<file path="src/hdl/fdsq_config.svh">
/*
 * Constants of the binary32 divide and square-root unit
 * Field widths, bias, recurrence length, latency, canonical NaN
 */
`ifndef FDSQ_CONFIG_SVH
`define FDSQ_CONFIG_SVH

// binary32 field widths
`define FDSQ_EXP_W   8
`define FDSQ_MANT_W  23
`define FDSQ_BIAS    127

// Recurrence steps, 24 result bits plus guard and round
`define FDSQ_ITER    26

// Cycles from an accepted start to done
`define FDSQ_LATENCY 29

// Canonical quiet NaN
`define FDSQ_QNAN    32'h7fc00000

`endif

</file>
<file path="src/hdl/fdsq_pkg.sv">
/*
 * Shared types of the divide and square-root unit
 * Operation, rounding mode and operand class enums
 */
package fdsq_pkg;

   // Operation in flight
   typedef enum logic {
      OP_DIV  = 1'b0,
      OP_SQRT = 1'b1
   } fdsq_op_e;

   // IEEE-754 rounding modes
   typedef enum logic [1:0] {
      RM_RNE = 2'd0,
      RM_RTZ = 2'd1,
      RM_RDN = 2'd2,
      RM_RUP = 2'd3
   } fdsq_rm_e;

   // Operand class, subnormals count as zero
   typedef enum logic [1:0] {
      CLS_NORM = 2'd0,
      CLS_ZERO = 2'd1,
      CLS_INF  = 2'd2,
      CLS_NAN  = 2'd3
   } fdsq_class_e;

endpackage

</file>
<file path="src/hdl/fdsq_preprocess.sv">
/*
 * Operand preprocessor
 * Start acceptance, operand split and classification,
 * result sign and exponent, mantissa setup for the core
 */
`include "fdsq_config.svh"

module fdsq_preprocess (
   input  logic                           clk,
   input  logic                           rst_n,
   input  logic                           div_start,
   input  logic                           sqrt_start,
   input  logic                           ready,
   input  logic [31:0]                    operand_a,
   input  logic [31:0]                    operand_b,
   input  fdsq_pkg::fdsq_rm_e             rnd_mode,
   output logic                           load,
   output fdsq_pkg::fdsq_op_e             op,
   output fdsq_pkg::fdsq_rm_e             rm,
   output logic                           sign_z,
   output logic signed [`FDSQ_EXP_W+1:0]  exp_z,
   output logic [`FDSQ_MANT_W:0]          mant_a,
   output logic [`FDSQ_MANT_W:0]          mant_b,
   output fdsq_pkg::fdsq_class_e          class_a,
   output fdsq_pkg::fdsq_class_e          class_b
);

   localparam logic signed [`FDSQ_EXP_W+1:0] BIAS = `FDSQ_BIAS;

   logic                          accept;
   logic                          is_div;
   logic [`FDSQ_EXP_W-1:0]        e_a;
   logic [`FDSQ_EXP_W-1:0]        e_b;
   logic [`FDSQ_MANT_W-1:0]       f_a;
   logic [`FDSQ_MANT_W-1:0]       f_b;
   logic signed [`FDSQ_EXP_W+1:0] ue_a;
   logic signed [`FDSQ_EXP_W+1:0] ue_b;
   logic signed [`FDSQ_EXP_W+1:0] exp_nxt;
   logic [`FDSQ_MANT_W:0]         ma_nxt;
   logic [`FDSQ_MANT_W:0]         mb_nxt;

   // Class from raw fields
   function automatic fdsq_pkg::fdsq_class_e classify(
      input logic [`FDSQ_EXP_W-1:0]  e,
      input logic [`FDSQ_MANT_W-1:0] f
   );
      if (e == '0) begin
         return fdsq_pkg::CLS_ZERO;
      end else if (e == '1) begin
         return (f == '0) ? fdsq_pkg::CLS_INF : fdsq_pkg::CLS_NAN;
      end
      return fdsq_pkg::CLS_NORM;
   endfunction

   // Division wins when both starts are high
   assign accept = ready & (div_start | sqrt_start);
   assign is_div = div_start;

   assign e_a = operand_a[30:`FDSQ_MANT_W];
   assign e_b = operand_b[30:`FDSQ_MANT_W];
   assign f_a = operand_a[`FDSQ_MANT_W-1:0];
   assign f_b = operand_b[`FDSQ_MANT_W-1:0];

   // Unbiased exponents
   assign ue_a = $signed({2'b00, e_a}) - BIAS;
   assign ue_b = $signed({2'b00, e_b}) - BIAS;

   always_comb begin
      if (is_div) begin
         exp_nxt = ue_a - ue_b;
         ma_nxt  = {1'b1, f_a};
         mb_nxt  = {1'b1, f_b};
      end else begin
         // Halved exponent, floor for odd values
         exp_nxt = ue_a >>> 1;
         // Radicand is {mant_a, mant_b[msb]} with two integer bits
         if (ue_a[0]) begin
            // Odd exponent, mantissa moved one place left
            ma_nxt = {1'b1, f_a};
            mb_nxt = '0;
         end else begin
            ma_nxt = {2'b01, f_a[`FDSQ_MANT_W-1:1]};
            mb_nxt = {f_a[0], {(`FDSQ_MANT_W){1'b0}}};
         end
      end
   end

   ////////////////////////////////////////////////////////////////////
   // Operand registers, held through the operation
   ////////////////////////////////////////////////////////////////////

   always_ff @(posedge clk) begin
      if (!rst_n) begin
         load <= 1'b0;
      end else begin
         load <= accept;
      end
   end

   always_ff @(posedge clk) begin
      if (accept) begin
         op      <= is_div ? fdsq_pkg::OP_DIV : fdsq_pkg::OP_SQRT;
         rm      <= rnd_mode;
         // Sign of a alone for the root
         sign_z  <= is_div ? (operand_a[31] ^ operand_b[31]) : operand_a[31];
         exp_z   <= exp_nxt;
         mant_a  <= ma_nxt;
         mant_b  <= mb_nxt;
         class_a <= classify(e_a, f_a);
         class_b <= classify(e_b, f_b);
      end
   end

endmodule

</file>
<file path="src/hdl/fdsq_iter_core.sv">
/*
 * Iterative restoring core
 * Shared subtractor for divide and square root, one bit per cycle,
 * sticky bit from the final remainder, ready generation
 */
`include "fdsq_config.svh"

module fdsq_iter_core (
   input  logic                           clk,
   input  logic                           rst_n,
   input  logic                           load,
   input  fdsq_pkg::fdsq_op_e             op,
   input  logic signed [`FDSQ_EXP_W+1:0]  exp_z,
   input  logic [`FDSQ_MANT_W:0]          mant_a,
   input  logic [`FDSQ_MANT_W:0]          mant_b,
   output logic                           ready,
   output logic                           finish,
   output logic [`FDSQ_MANT_W+2:0]        mant_q,
   output logic                           sticky,
   output logic signed [`FDSQ_EXP_W+1:0]  exp_q
);

   // Remainder width, covers the shifted root remainder
   localparam int REM_W = `FDSQ_MANT_W + 7;
   localparam int Q_W   = `FDSQ_MANT_W + 3;

   typedef enum logic [1:0] {
      ST_IDLE,
      ST_ITER,
      ST_FINISH
   } state_e;

   state_e           state;
   logic [4:0]       cnt;
   logic [REM_W-1:0] rem;
   logic [REM_W-1:0] rem_nxt;
   logic [Q_W-1:0]   rad;
   logic [REM_W-1:0] sub_a;
   logic [REM_W-1:0] sub_b;
   logic [REM_W:0]   diff;
   logic [REM_W-1:0] keep;
   logic             q_bit;
   logic             start_run;

   assign start_run = (state == ST_IDLE) && load;

   // Low from the cycle after acceptance until done
   assign ready = (state == ST_IDLE) && !load;

   ////////////////////////////////////////////////////////////////////
   // Shared subtractor
   ////////////////////////////////////////////////////////////////////

   always_comb begin
      if (op == fdsq_pkg::OP_DIV) begin
         // Partial remainder minus divisor
         sub_a = rem;
         sub_b = {{(REM_W-`FDSQ_MANT_W-1){1'b0}}, mant_b};
      end else begin
         // Remainder with next radicand pair minus 4*root + 1
         sub_a = {rem[REM_W-3:0], rad[Q_W-1:Q_W-2]};
         sub_b = {2'b00, mant_q, 2'b01};
      end
      diff  = {1'b0, sub_a} - {1'b0, sub_b};
      // No borrow means the trial bit is one
      q_bit = ~diff[REM_W];
      keep  = q_bit ? diff[REM_W-1:0] : sub_a;
      // Divide shifts after the step, root before it
      if (op == fdsq_pkg::OP_DIV) begin
         rem_nxt = {keep[REM_W-2:0], 1'b0};
      end else begin
         rem_nxt = keep;
      end
   end

   ////////////////////////////////////////////////////////////////////
   // Controller
   ////////////////////////////////////////////////////////////////////

   always_ff @(posedge clk) begin
      if (!rst_n) begin
         state  <= ST_IDLE;
         cnt    <= '0;
         finish <= 1'b0;
         sticky <= 1'b0;
      end else begin
         case (state)
            ST_IDLE: begin
               if (load) begin
                  state <= ST_ITER;
                  cnt   <= '0;
               end
            end
            ST_ITER: begin
               cnt <= cnt + 5'd1;
               if (cnt == 5'(`FDSQ_ITER - 1)) begin
                  state <= ST_FINISH;
               end
            end
            ST_FINISH: begin
               // Two cycles, finish pulses in the second
               if (!finish) begin
                  finish <= 1'b1;
                  sticky <= |rem;
               end else begin
                  finish <= 1'b0;
                  state  <= ST_IDLE;
               end
            end
            default: begin
               state <= ST_IDLE;
            end
         endcase
      end
   end

   // Datapath
   always_ff @(posedge clk) begin
      if (start_run) begin
         // Dividend as first partial remainder, root starts empty
         rem    <= (op == fdsq_pkg::OP_DIV) ?
                   {{(REM_W-`FDSQ_MANT_W-1){1'b0}}, mant_a} : '0;
         rad    <= {mant_a, mant_b[`FDSQ_MANT_W], 1'b0};
         mant_q <= '0;
         exp_q  <= exp_z;
      end else if (state == ST_ITER) begin
         rem    <= rem_nxt;
         rad    <= {rad[Q_W-3:0], 2'b00};
         mant_q <= {mant_q[Q_W-2:0], q_bit};
      end
   end

endmodule

</file>
<file path="src/hdl/fdsq_norm_round.sv">
/*
 * Normalize and round stage
 * Leading-bit fix, rounding in four modes, exponent range,
 * special operand overrides, result and flag registers
 */
`include "fdsq_config.svh"

module fdsq_norm_round (
   input  logic                           clk,
   input  logic                           rst_n,
   input  logic                           finish,
   input  fdsq_pkg::fdsq_op_e             op,
   input  fdsq_pkg::fdsq_rm_e             rm,
   input  logic                           sign_z,
   input  fdsq_pkg::fdsq_class_e          class_a,
   input  fdsq_pkg::fdsq_class_e          class_b,
   input  logic [`FDSQ_MANT_W+2:0]        mant_q,
   input  logic                           sticky,
   input  logic signed [`FDSQ_EXP_W+1:0]  exp_q,
   output logic                           sign_res,
   output logic [`FDSQ_EXP_W-1:0]         exp_res,
   output logic [`FDSQ_MANT_W-1:0]        mant_res,
   output logic                           exp_of,
   output logic                           exp_uf,
   output logic                           div_zero,
   output logic                           done
);

   localparam logic signed [`FDSQ_EXP_W+1:0] BIAS  = `FDSQ_BIAS;
   localparam logic signed [`FDSQ_EXP_W+1:0] E_ONE = 1;
   localparam logic [31:0]                   QNAN  = `FDSQ_QNAN;

   logic                          is_div;
   logic [`FDSQ_MANT_W:0]         m_n;
   logic                          g_bit;
   logic                          s_bit;
   logic signed [`FDSQ_EXP_W+1:0] e_n;
   logic                          rnd_up;
   logic [`FDSQ_MANT_W+1:0]       m_r;
   logic signed [`FDSQ_EXP_W+1:0] e_b;
   logic                          is_nan;
   logic                          is_dz;
   logic                          is_inf;
   logic                          is_zero;
   logic                          sign_nxt;
   logic [`FDSQ_EXP_W-1:0]        exp_nxt;
   logic [`FDSQ_MANT_W-1:0]       mant_nxt;
   logic                          of_nxt;
   logic                          uf_nxt;

   assign is_div = (op == fdsq_pkg::OP_DIV);

   ////////////////////////////////////////////////////////////////////
   // Normalize and round
   ////////////////////////////////////////////////////////////////////

   always_comb begin
      if (mant_q[`FDSQ_MANT_W+2]) begin
         m_n   = mant_q[`FDSQ_MANT_W+2:2];
         g_bit = mant_q[1];
         s_bit = mant_q[0] | sticky;
         e_n   = exp_q;
      end else begin
         // Quotient below one, shift up
         m_n   = mant_q[`FDSQ_MANT_W+1:1];
         g_bit = mant_q[0];
         s_bit = sticky;
         e_n   = exp_q - E_ONE;
      end
      case (rm)
         fdsq_pkg::RM_RNE: rnd_up = g_bit & (s_bit | m_n[0]);
         fdsq_pkg::RM_RTZ: rnd_up = 1'b0;
         fdsq_pkg::RM_RDN: rnd_up = sign_z & (g_bit | s_bit);
         default:          rnd_up = ~sign_z & (g_bit | s_bit);
      endcase
      m_r = {1'b0, m_n} + {{(`FDSQ_MANT_W+1){1'b0}}, rnd_up};
      // Carry out of rounding bumps the exponent
      e_b = e_n + BIAS;
      if (m_r[`FDSQ_MANT_W+1]) begin
         e_b = e_b + E_ONE;
      end
   end

   // Special operand decode
   assign is_nan  = (class_a == fdsq_pkg::CLS_NAN)
                  | (is_div & (class_b == fdsq_pkg::CLS_NAN))
                  | (is_div & (class_a == fdsq_pkg::CLS_ZERO) & (class_b == fdsq_pkg::CLS_ZERO))
                  | (is_div & (class_a == fdsq_pkg::CLS_INF) & (class_b == fdsq_pkg::CLS_INF))
                  | (~is_div & sign_z & (class_a != fdsq_pkg::CLS_ZERO));
   assign is_dz   = is_div & (class_a == fdsq_pkg::CLS_NORM) & (class_b == fdsq_pkg::CLS_ZERO);
   assign is_inf  = (class_a == fdsq_pkg::CLS_INF);
   assign is_zero = (class_a == fdsq_pkg::CLS_ZERO)
                  | (is_div & (class_b == fdsq_pkg::CLS_INF));

   ////////////////////////////////////////////////////////////////////
   // Result select
   ////////////////////////////////////////////////////////////////////

   always_comb begin
      sign_nxt = sign_z;
      of_nxt   = 1'b0;
      uf_nxt   = 1'b0;
      exp_nxt  = e_b[`FDSQ_EXP_W-1:0];
      // Rounding carry leaves an all-zero fraction
      mant_nxt = m_r[`FDSQ_MANT_W-1:0];
      if (is_nan) begin
         sign_nxt = QNAN[31];
         exp_nxt  = QNAN[30:`FDSQ_MANT_W];
         mant_nxt = QNAN[`FDSQ_MANT_W-1:0];
      end else if (is_dz || is_inf) begin
         exp_nxt  = '1;
         mant_nxt = '0;
      end else if (is_zero) begin
         exp_nxt  = '0;
         mant_nxt = '0;
      end else if (e_b >= $signed({2'b00, {(`FDSQ_EXP_W){1'b1}}})) begin
         of_nxt = 1'b1;
         // Infinity unless the mode rounds toward zero for this sign
         if ((rm == fdsq_pkg::RM_RNE) || ((rm == fdsq_pkg::RM_RUP) && !sign_z) ||
             ((rm == fdsq_pkg::RM_RDN) && sign_z)) begin
            exp_nxt  = '1;
            mant_nxt = '0;
         end else begin
            exp_nxt  = {{(`FDSQ_EXP_W-1){1'b1}}, 1'b0};
            mant_nxt = '1;
         end
      end else if (e_b <= 0) begin
         // Flush to signed zero
         uf_nxt   = 1'b1;
         exp_nxt  = '0;
         mant_nxt = '0;
      end
   end

   // Outputs held until the next finish
   always_ff @(posedge clk) begin
      if (!rst_n) begin
         sign_res <= 1'b0;
         exp_res  <= '0;
         mant_res <= '0;
         exp_of   <= 1'b0;
         exp_uf   <= 1'b0;
         div_zero <= 1'b0;
         done     <= 1'b0;
      end else begin
         done <= finish;
         if (finish) begin
            sign_res <= sign_nxt;
            exp_res  <= exp_nxt;
            mant_res <= mant_nxt;
            exp_of   <= of_nxt;
            exp_uf   <= uf_nxt;
            div_zero <= is_dz;
         end
      end
   end

endmodule

</file>
<file path="src/hdl/fdsq_top.sv">
/*
 * Top of the divide and square-root unit
 * Preprocess, iterative core and rounder, result packing
 */
`include "fdsq_config.svh"

module fdsq_top (
   input  logic               clk,
   input  logic               rst_n,
   input  logic               div_start,
   input  logic               sqrt_start,
   input  logic [31:0]        operand_a,
   input  logic [31:0]        operand_b,
   input  fdsq_pkg::fdsq_rm_e rnd_mode,
   output logic [31:0]        result,
   output logic               exp_of,
   output logic               exp_uf,
   output logic               div_zero,
   output logic               ready,
   output logic               done
);

   // Preprocess outputs
   logic                          load;
   fdsq_pkg::fdsq_op_e            op;
   fdsq_pkg::fdsq_rm_e            rm;
   logic                          sign_z;
   logic signed [`FDSQ_EXP_W+1:0] exp_z;
   logic [`FDSQ_MANT_W:0]         mant_a;
   logic [`FDSQ_MANT_W:0]         mant_b;
   fdsq_pkg::fdsq_class_e         class_a;
   fdsq_pkg::fdsq_class_e         class_b;

   // Core outputs
   logic                          finish;
   logic [`FDSQ_MANT_W+2:0]       mant_q;
   logic                          sticky;
   logic signed [`FDSQ_EXP_W+1:0] exp_q;

   // Result fields
   logic                          sign_res;
   logic [`FDSQ_EXP_W-1:0]        exp_res;
   logic [`FDSQ_MANT_W-1:0]       mant_res;

   assign result = {sign_res, exp_res, mant_res};

   fdsq_preprocess i_preprocess (
      .clk        (clk),
      .rst_n      (rst_n),
      .div_start  (div_start),
      .sqrt_start (sqrt_start),
      .ready      (ready),
      .operand_a  (operand_a),
      .operand_b  (operand_b),
      .rnd_mode   (rnd_mode),
      .load       (load),
      .op         (op),
      .rm         (rm),
      .sign_z     (sign_z),
      .exp_z      (exp_z),
      .mant_a     (mant_a),
      .mant_b     (mant_b),
      .class_a    (class_a),
      .class_b    (class_b)
   );

   fdsq_iter_core i_iter_core (
      .clk    (clk),
      .rst_n  (rst_n),
      .load   (load),
      .op     (op),
      .exp_z  (exp_z),
      .mant_a (mant_a),
      .mant_b (mant_b),
      .ready  (ready),
      .finish (finish),
      .mant_q (mant_q),
      .sticky (sticky),
      .exp_q  (exp_q)
   );

   fdsq_norm_round i_norm_round (
      .clk      (clk),
      .rst_n    (rst_n),
      .finish   (finish),
      .op       (op),
      .rm       (rm),
      .sign_z   (sign_z),
      .class_a  (class_a),
      .class_b  (class_b),
      .mant_q   (mant_q),
      .sticky   (sticky),
      .exp_q    (exp_q),
      .sign_res (sign_res),
      .exp_res  (exp_res),
      .mant_res (mant_res),
      .exp_of   (exp_of),
      .exp_uf   (exp_uf),
      .div_zero (div_zero),
      .done     (done)
   );

endmodule

</file>
<file path="config.mk">
export PLATFORM = sky130hd
export DESIGN_NAME = fdsq_top
export DESIGN_NICKNAME = d
export VERILOG_FILES = /design/src/hdl/fdsq_pkg.sv /design/src/hdl/fdsq_preprocess.sv /design/src/hdl/fdsq_iter_core.sv /design/src/hdl/fdsq_norm_round.sv /design/src/hdl/fdsq_top.sv
export VERILOG_INCLUDE_DIRS = /design/src /design/src/hdl
export SDC_FILE = /design/constraint.sdc
export NUM_CORES = 1
export LEC_CHECK = 0
export BUFFER_PORTS_ARGS = -buffer_cell sky130_fd_sc_hd__buf_2
export CAP_MARGIN = 30
export CORE_ASPECT_RATIO = 0.9
export CORE_UTILIZATION = 50
export CTS_CLUSTER_DIAMETER = 100
export CTS_CLUSTER_SIZE = 14
export DETAILED_ROUTE_END_ITERATION = 8
export PLACE_DENSITY_LB_ADDON = 0.08
export SETUP_SLACK_MARGIN = 0.5
export SLEW_MARGIN = 5
export SYNTH_ARGS = -nofsm -noshare
export SYNTH_HDL_FRONTEND = slang
export SYNTH_SLANG_ARGS = --single-unit
</file>
<file path="constraint.sdc">
create_clock -name clk -period 14.2 [get_ports clk]
set_input_delay 1.42 -clock clk [delete_from_list [all_inputs] [get_ports clk]]
set_output_delay 1.42 -clock clk [all_outputs]
set_load 0.01 [all_outputs]
</file>
==> results of run 1 <==
[sequential cells by signal, indices dropped and copies added (netlist names), 8 cells and up]
name and count:
i_iter_core.rad 25, i_iter_core.exp_q 10, i_preprocess.mant_a 24, i_preprocess.mant_b 24, i_iter_core.mant_q 26, i_norm_round.exp_res 8, i_preprocess.exp_z 10, i_iter_core.rem 30
i_norm_round.mant_res 23
[power groups by stage]
stage	Sequential (µW)	Combinational [µW]	Clock, µW
after floorplan	787	698	0
after global placement	814	917	0
after detailed placement	813	913	0
after CTS	801	920	494
after global routing	811	1040	511
final	802	943	480
[worst max-delay path, cell delays in order (launching register included)]
cell and delay (ps):
edfxtp_1 330, buf_4 410, buf_4 670, mux2i_1 200, ha_1 260, fa_1 380
nor2b_1 160, o21ai_0 120, a21boi_0 380, o2111ai_1 310, a211oi_1 450, nor3b_2 90
buf_4 290, a2111oi_0 430, dlymetal6s2s_1 240, xnor2_1 90, a221oi_1 290
[cells in the final DEF (no fill, tap or decap), types with 13 or more instances in the layout]
master	n
nor3_1	20
edfxtp_1	131
a21o_1	21
a211oi_1	28
mux2_2	54
nor2_1	79
mux2i_1	47
dfxtp_1	71
o31ai_1	15
a221o_1	21
xnor2_1	48
xor2_1	26
nor2b_1	13
buf_2	107
nand3_1	42
o21ai_0	67
nand2b_1	15
nand4_1	21
and3_1	13
nor4_1	23
nand2_1	209
clkbuf_16	19
ha_1	49
a21oi_1	80
inv_1	45
o21a_1	17
and2_1	41
[worst paths after layout]
kind,from,end
min,i_preprocess.exp_z[9]$_DFFE_PP_,i_iter_core.exp_q[9]$_DFFE_PP_
min reg2reg,i_preprocess.exp_z[9]$_DFFE_PP_,i_iter_core.exp_q[9]$_DFFE_PP_
max,i_preprocess.op$_DFFE_PP_,i_iter_core.rem[28]$_SDFFCE_PP0P_
max reg2reg,i_preprocess.op$_DFFE_PP_,i_iter_core.rem[28]$_SDFFCE_PP0P_
[logic make-up (layout without fill, tap and decap cells)]
| logic type | after synthesis | count (layout) | share of synthesized area, % |
|---|---|---|---|
| fa+ha+maj | 51 | 51 | 4.88 |
| buf+inv | 139 | 202 | 4.33 |
| mux | 101 | 101 | 8.07 |
| simple gates | 523 | 523 | 19.4 |
| flops | 203 | 203 | 40.2 |
| xor+xnor | 76 | 76 | 5.14 |
| compound gates | 347 | 347 | 18.0 |
[through the flow]
stage | utilization (%) | worst slack, ps | instances | area [µm²] | total power, µW
finish | 55.9 | 8890 | 1851 | 14600 | 2230
global route | 55.9 | 8420 | 1851 | 14600 | 2360
CTS | 55.9 | 8680 | 1850 | 14600 | 2210
detailed placement | 53.7 | 8750 | 1816 | 14000 | 1730
global placement | 53.7 | 8820 | 1814 | 14000 | 1730
floorplan | - | 9050 | 1440 | 13400 | 1480
[Yosys cell counts, drive strengths merged (6+ instances only)]
library cell	instances	area, µm²
nor4	28	224
buf	26	155
a22oi	12	90.1
o21ai	67	335
a21boi	11	82.6
nor3b	7	52.6
a311oi	8	70.1
mux2	54	608
xor2	26	228
and2	41	257
nor2	79	297
o31ai	15	113
or2	7	43.8
nand2	210	788
mux2i	47	470
nand4	21	131
nand2b	15	93.8
dfxtp	72	1440
and3	14	88.8
edfxtp	131	3930
o211ai	6	50.1
a21o	21	158
a21oi	80	400
a31oi	8	50.1
xnor2	49	437
ha	49	613
nor3	22	120
a221o	21	210
inv	47	176
clkbuf	65	244
nand3	43	220
nor2b	13	81.3
o21a	18	135
a211oi	28	210
[cell type report]
cell class	instances	area, µm²
clock buffers	31	520
clock inverters	3	36.3
fillers	2358	11500
inverters	48	180
multi-input cells	1098	7430
flip-flops and latches	203	5380
well taps	348	435
repair buffers	120	638
[per-layer routing]
layer  wire length (µm)  track usage (%)  vias up
met1              17300             38.9     5144
met5                  0                0        -
met3               2440             3.74       39
li1                   -                -     5401
met4                635             5.22        0
met2              14100             35.4      363
==> flow_summary.toml, run 1 <==
[power_and_ir_drop]
power_switching_uw = 852
switching_share_pct = 38.3
power_density_mw_per_mm2 = 152
ir_drop_v = 0.0000693
p_int_uw = 1370
pwr-share-comb_pct = 42.4
p_seq_share_pct = 36.0
power.share.clock_pct = 21.6
power_leakage_uw = 0.00569

[yosys]
netlist_instances = 1440
synth_edf_count = 131
avgSynthCellArea_um2 = 9.29
synthDistinctLibCells = 88
ys_seq_area_share_pct = 40.2
synth_fp_nets = 1561
ys_warn_count = 0
synth_seq_cells = 203
synthArstFlopShare_pct = 0
netlist_area_mm2 = 0.0134
dominantRegCellSynth = "edfxtp_1"

[timing]
maxSlewViolCount = 0
slew_headroom_pct = 40.5
fin_crit_ps = 5310
holdWs_ps = 416
hold_viol_final = 0
clock.fmax_mhz = 188
worst_slew_pin_slew_ps = 892
rsz0062_at_grt = "false"
finalCritPeriodShare_pct = 37.4
fin_skew_ps = 21.7
setup-tns-final_ps = 0
setup_viol = 0

[final_layout]
nets = 1611
drive_above_1_share_pct = 15.2
area_delta_synth_final_pct = 9.28
diodes = 0

[clock_network]
post-cts-setup-buffers = 0
htreeDepth = 1
cts_root_buf = "clkbuf_16"
clock_sinks = 203
numCtsBuffers = 19
clk_latency_ps = 500
cts_buffer_depth = 3
cts_hold_buf = 0
cts_resized = 0
cts.clk_slew.worst_paths_ps = 70
tritoncts = "yes"

[die]
die_x_um = 174
coreArea_mm2 = 0.0261
rows = 56
die-height_um = 157
ioPinCount = 107
initial_utilization_pct = 51.2
dieArea_mm2 = 0.0274

[outcome]
status = "finished clean"

[setup_path]
path_max_fanout = 68
critical_path_class = "reg2reg"
worstSetupStartpointType = "flop"
endpoint_kind = "flop"
critical_path_required_ps = 14510
crit_arrival_ps = 5630
reg2regPathDepth = 16
r2r_slack_ps = 8890

[global_routing]
antenna_found_initial = 0
grt-ovfl-total = 0
grt_pass1_vias = 9752
grt_pass1_wl_mm = 53.8
grt_max_degree = 74
track_usage_pct = 24.8

[detailed_routing]
vias = 10900
vias_per_cell = 5.91
first_pass_iters = 8
wirelength_mm = 34.5
antenna_left = 0
drc_errors = 0
drtIter0Drc = 1139
wl_per_cell_um = 18.7

[flow_run]
drv_cap = 0

[min_path]
hp-class = "reg2reg"
min_delay_path_depth = 0

[placed_design]
portBuffers = 106
gp_congestion = 0.926
hpwl_mm = 25.3
No activity file was read; power rests on OpenSTA's default activity.
==> inputs of run 2 (changes only) <==
==> constraint.sdc (replaced) <==
create_clock -name clk -period 4.5 [get_ports clk]
set_input_delay 0.45 -clock clk [delete_from_list [all_inputs] [get_ports clk]]
set_output_delay 0.45 -clock clk [all_outputs]
set_load 0.01 [all_outputs]
==> flow_summary.toml, run 2 (synthesized netlist as in run 1, its figures left out) <==
[outcome]
status = "finished clean"

[timing]
setup-tns-final_ps = 0
finalCritPeriodShare_pct = 86.4
clock.fmax_mhz = 257
setup_viol = 0
fin_crit_ps = 3890
worst_slew_pin_slew_ps = 891
rsz0062_at_grt = "true"
hold_viol_final = 0
final.setup.worst_slack_ps = 611
fin_skew_ps = 18.5
maxSlewViolCount = 0
slew_headroom_pct = 40.4

[detailed_routing]
wl_per_cell_um = 19.2
antenna_left = 0
drc_errors = 0
vias_per_cell = 5.95
first_pass_iters = 6
drtIter0Drc = 938
wirelength_mm = 36.4
vias = 11300

[clock_network]
cts_root_buf = "clkbuf_16"
tritoncts = "yes"
clock_sinks = 203
htreeDepth = 1
cts.clk_slew.worst_paths_ps = 70
cts_buffer_depth = 3
clk_latency_ps = 500
numCtsBuffers = 18

[placed_design]
portBuffers = 106
gp_congestion = 0.946
hpwl_mm = 26.6
dp_slack_ps = 346

[final_layout]
nets = 1657
drive_above_1_share_pct = 21.1
diodes = 0
largest_register_ffs = 30
top_register = "i_iter_core.rem"
final_common_cell = "nand2_1"
area_delta_synth_final_pct = 14.6
mostFrequentLayoutCells = "nand2_1 (206), edfxtp_1 (131), buf_2 (107)"
top_regs = "i_iter_core.rem x30, i_iter_core.mant_q x26, i_iter_core.rad x25"

[die]
rows = 56
die-height_um = 157
dieArea_mm2 = 0.0274
die_x_um = 174
ioPinCount = 107
coreArea_mm2 = 0.0261
initial_utilization_pct = 51.2

[min_path]
hp-class = "in2reg"

[setup_path]
worstSetupStartpointType = "flop"
endpoint_kind = "flop"
critical_path_required_ps = 4880
crit_arrival_ps = 4270
path_max_fanout = 8
critical_path_class = "reg2reg"

[global_routing]
grt_pass1_vias = 10300
antenna_found_initial = 0
grt_max_degree = 73
grt-ovfl-total = 0
grt_pass1_wl_mm = 57.1
track_usage_pct = 26.3

[power_and_ir_drop]
power_density_mw_per_mm2 = 475
ir_drop_v = 0.000254
power_leakage_uw = 0.00600

[flow_run]
drv_cap = 0
run 2: cell type report:
type | count | area, µm²
multi-input combinational | 1100 | 7770
tap | 348 | 435
inverter | 48 | 180
sequential | 203 | 5380
clock inverter | 2 | 22.5
fill | 2320 | 10800
timing repair buffer | 165 | 1040
clock buffer | 30 | 505
run 2: routing by layer:
metal / routed length (µm) / share of wire (%) / track usage (%) / vias up
met1: 18200 / 50 / 40.8 / 5398
met3: 2330 / 6.4 / 3.48 / 42
li1: - / - / - / 5498
met2: 15300 / 42 / 38.6 / 338
met4: 649 / 1.8 / 5.60 / 0
met5: 0 / 0 / 0 / -
run 2: worst paths after layout:
check                                                startpoint                                     to  slack, ps  depth (start not counted)
worst max-delay path             i_iter_core.exp_q[1]$_DFFE_PP_  i_norm_round.mant_res[1]$_SDFFE_PN0P_        610                         14
worst min-delay path                                rnd_mode[0]           i_preprocess.rm[0]$_DFFE_PP_        160                          1
worst max register to register   i_iter_core.exp_q[1]$_DFFE_PP_  i_norm_round.mant_res[1]$_SDFFE_PN0P_        610                         14
worst min register to register  i_preprocess.exp_z[1]$_DFFE_PP_         i_iter_core.exp_q[1]$_DFFE_PP_        420                          0
run 2: per-stage QoR:
step / cells / util (%) / instance area, µm² / total power, µW / hold slack (ps)
2_1_floorplan: 1440 / - / 13500 / 4710 / 400
3_3_place_gp: 1834 / 54.7 / 14300 / 5550 / 401
3_5_place_dp: 1836 / 54.8 / 14300 / 5560 / 405
4_1_cts: 1885 / 57.6 / 15000 / 7090 / 147
5_1_grt: 1896 / 58.6 / 15300 / 7690 / 142
6_report: 1896 / 58.6 / 15300 / 7270 / 158
run 2: where the power goes:
part	switching (µW)	internal (µW)
clock	683	773
sequential	191	2350
combinational	1960	1320
run 2: worst max-delay path: stages, from the launching register on:
cell and delay, ps:
edfxtp_1 490, inv_2 100, ha_2 270, mux2_2 310, ha_2 230, xnor2_2 130, xnor2_1 150, buf_4 170
nand4b_1 320, xor2_2 270, nand2_2 80, a2111oi_4 410, o211ai_4 190, and4b_2 330, a221o_1 300
run 2: what timing repair did:
item	CTS	global route
cloned	2	0
buffers inserted	15	11
resized for setup	14	50
setup endpoints to repair	37	62
hold buffers	0	0
pin swaps	12	17
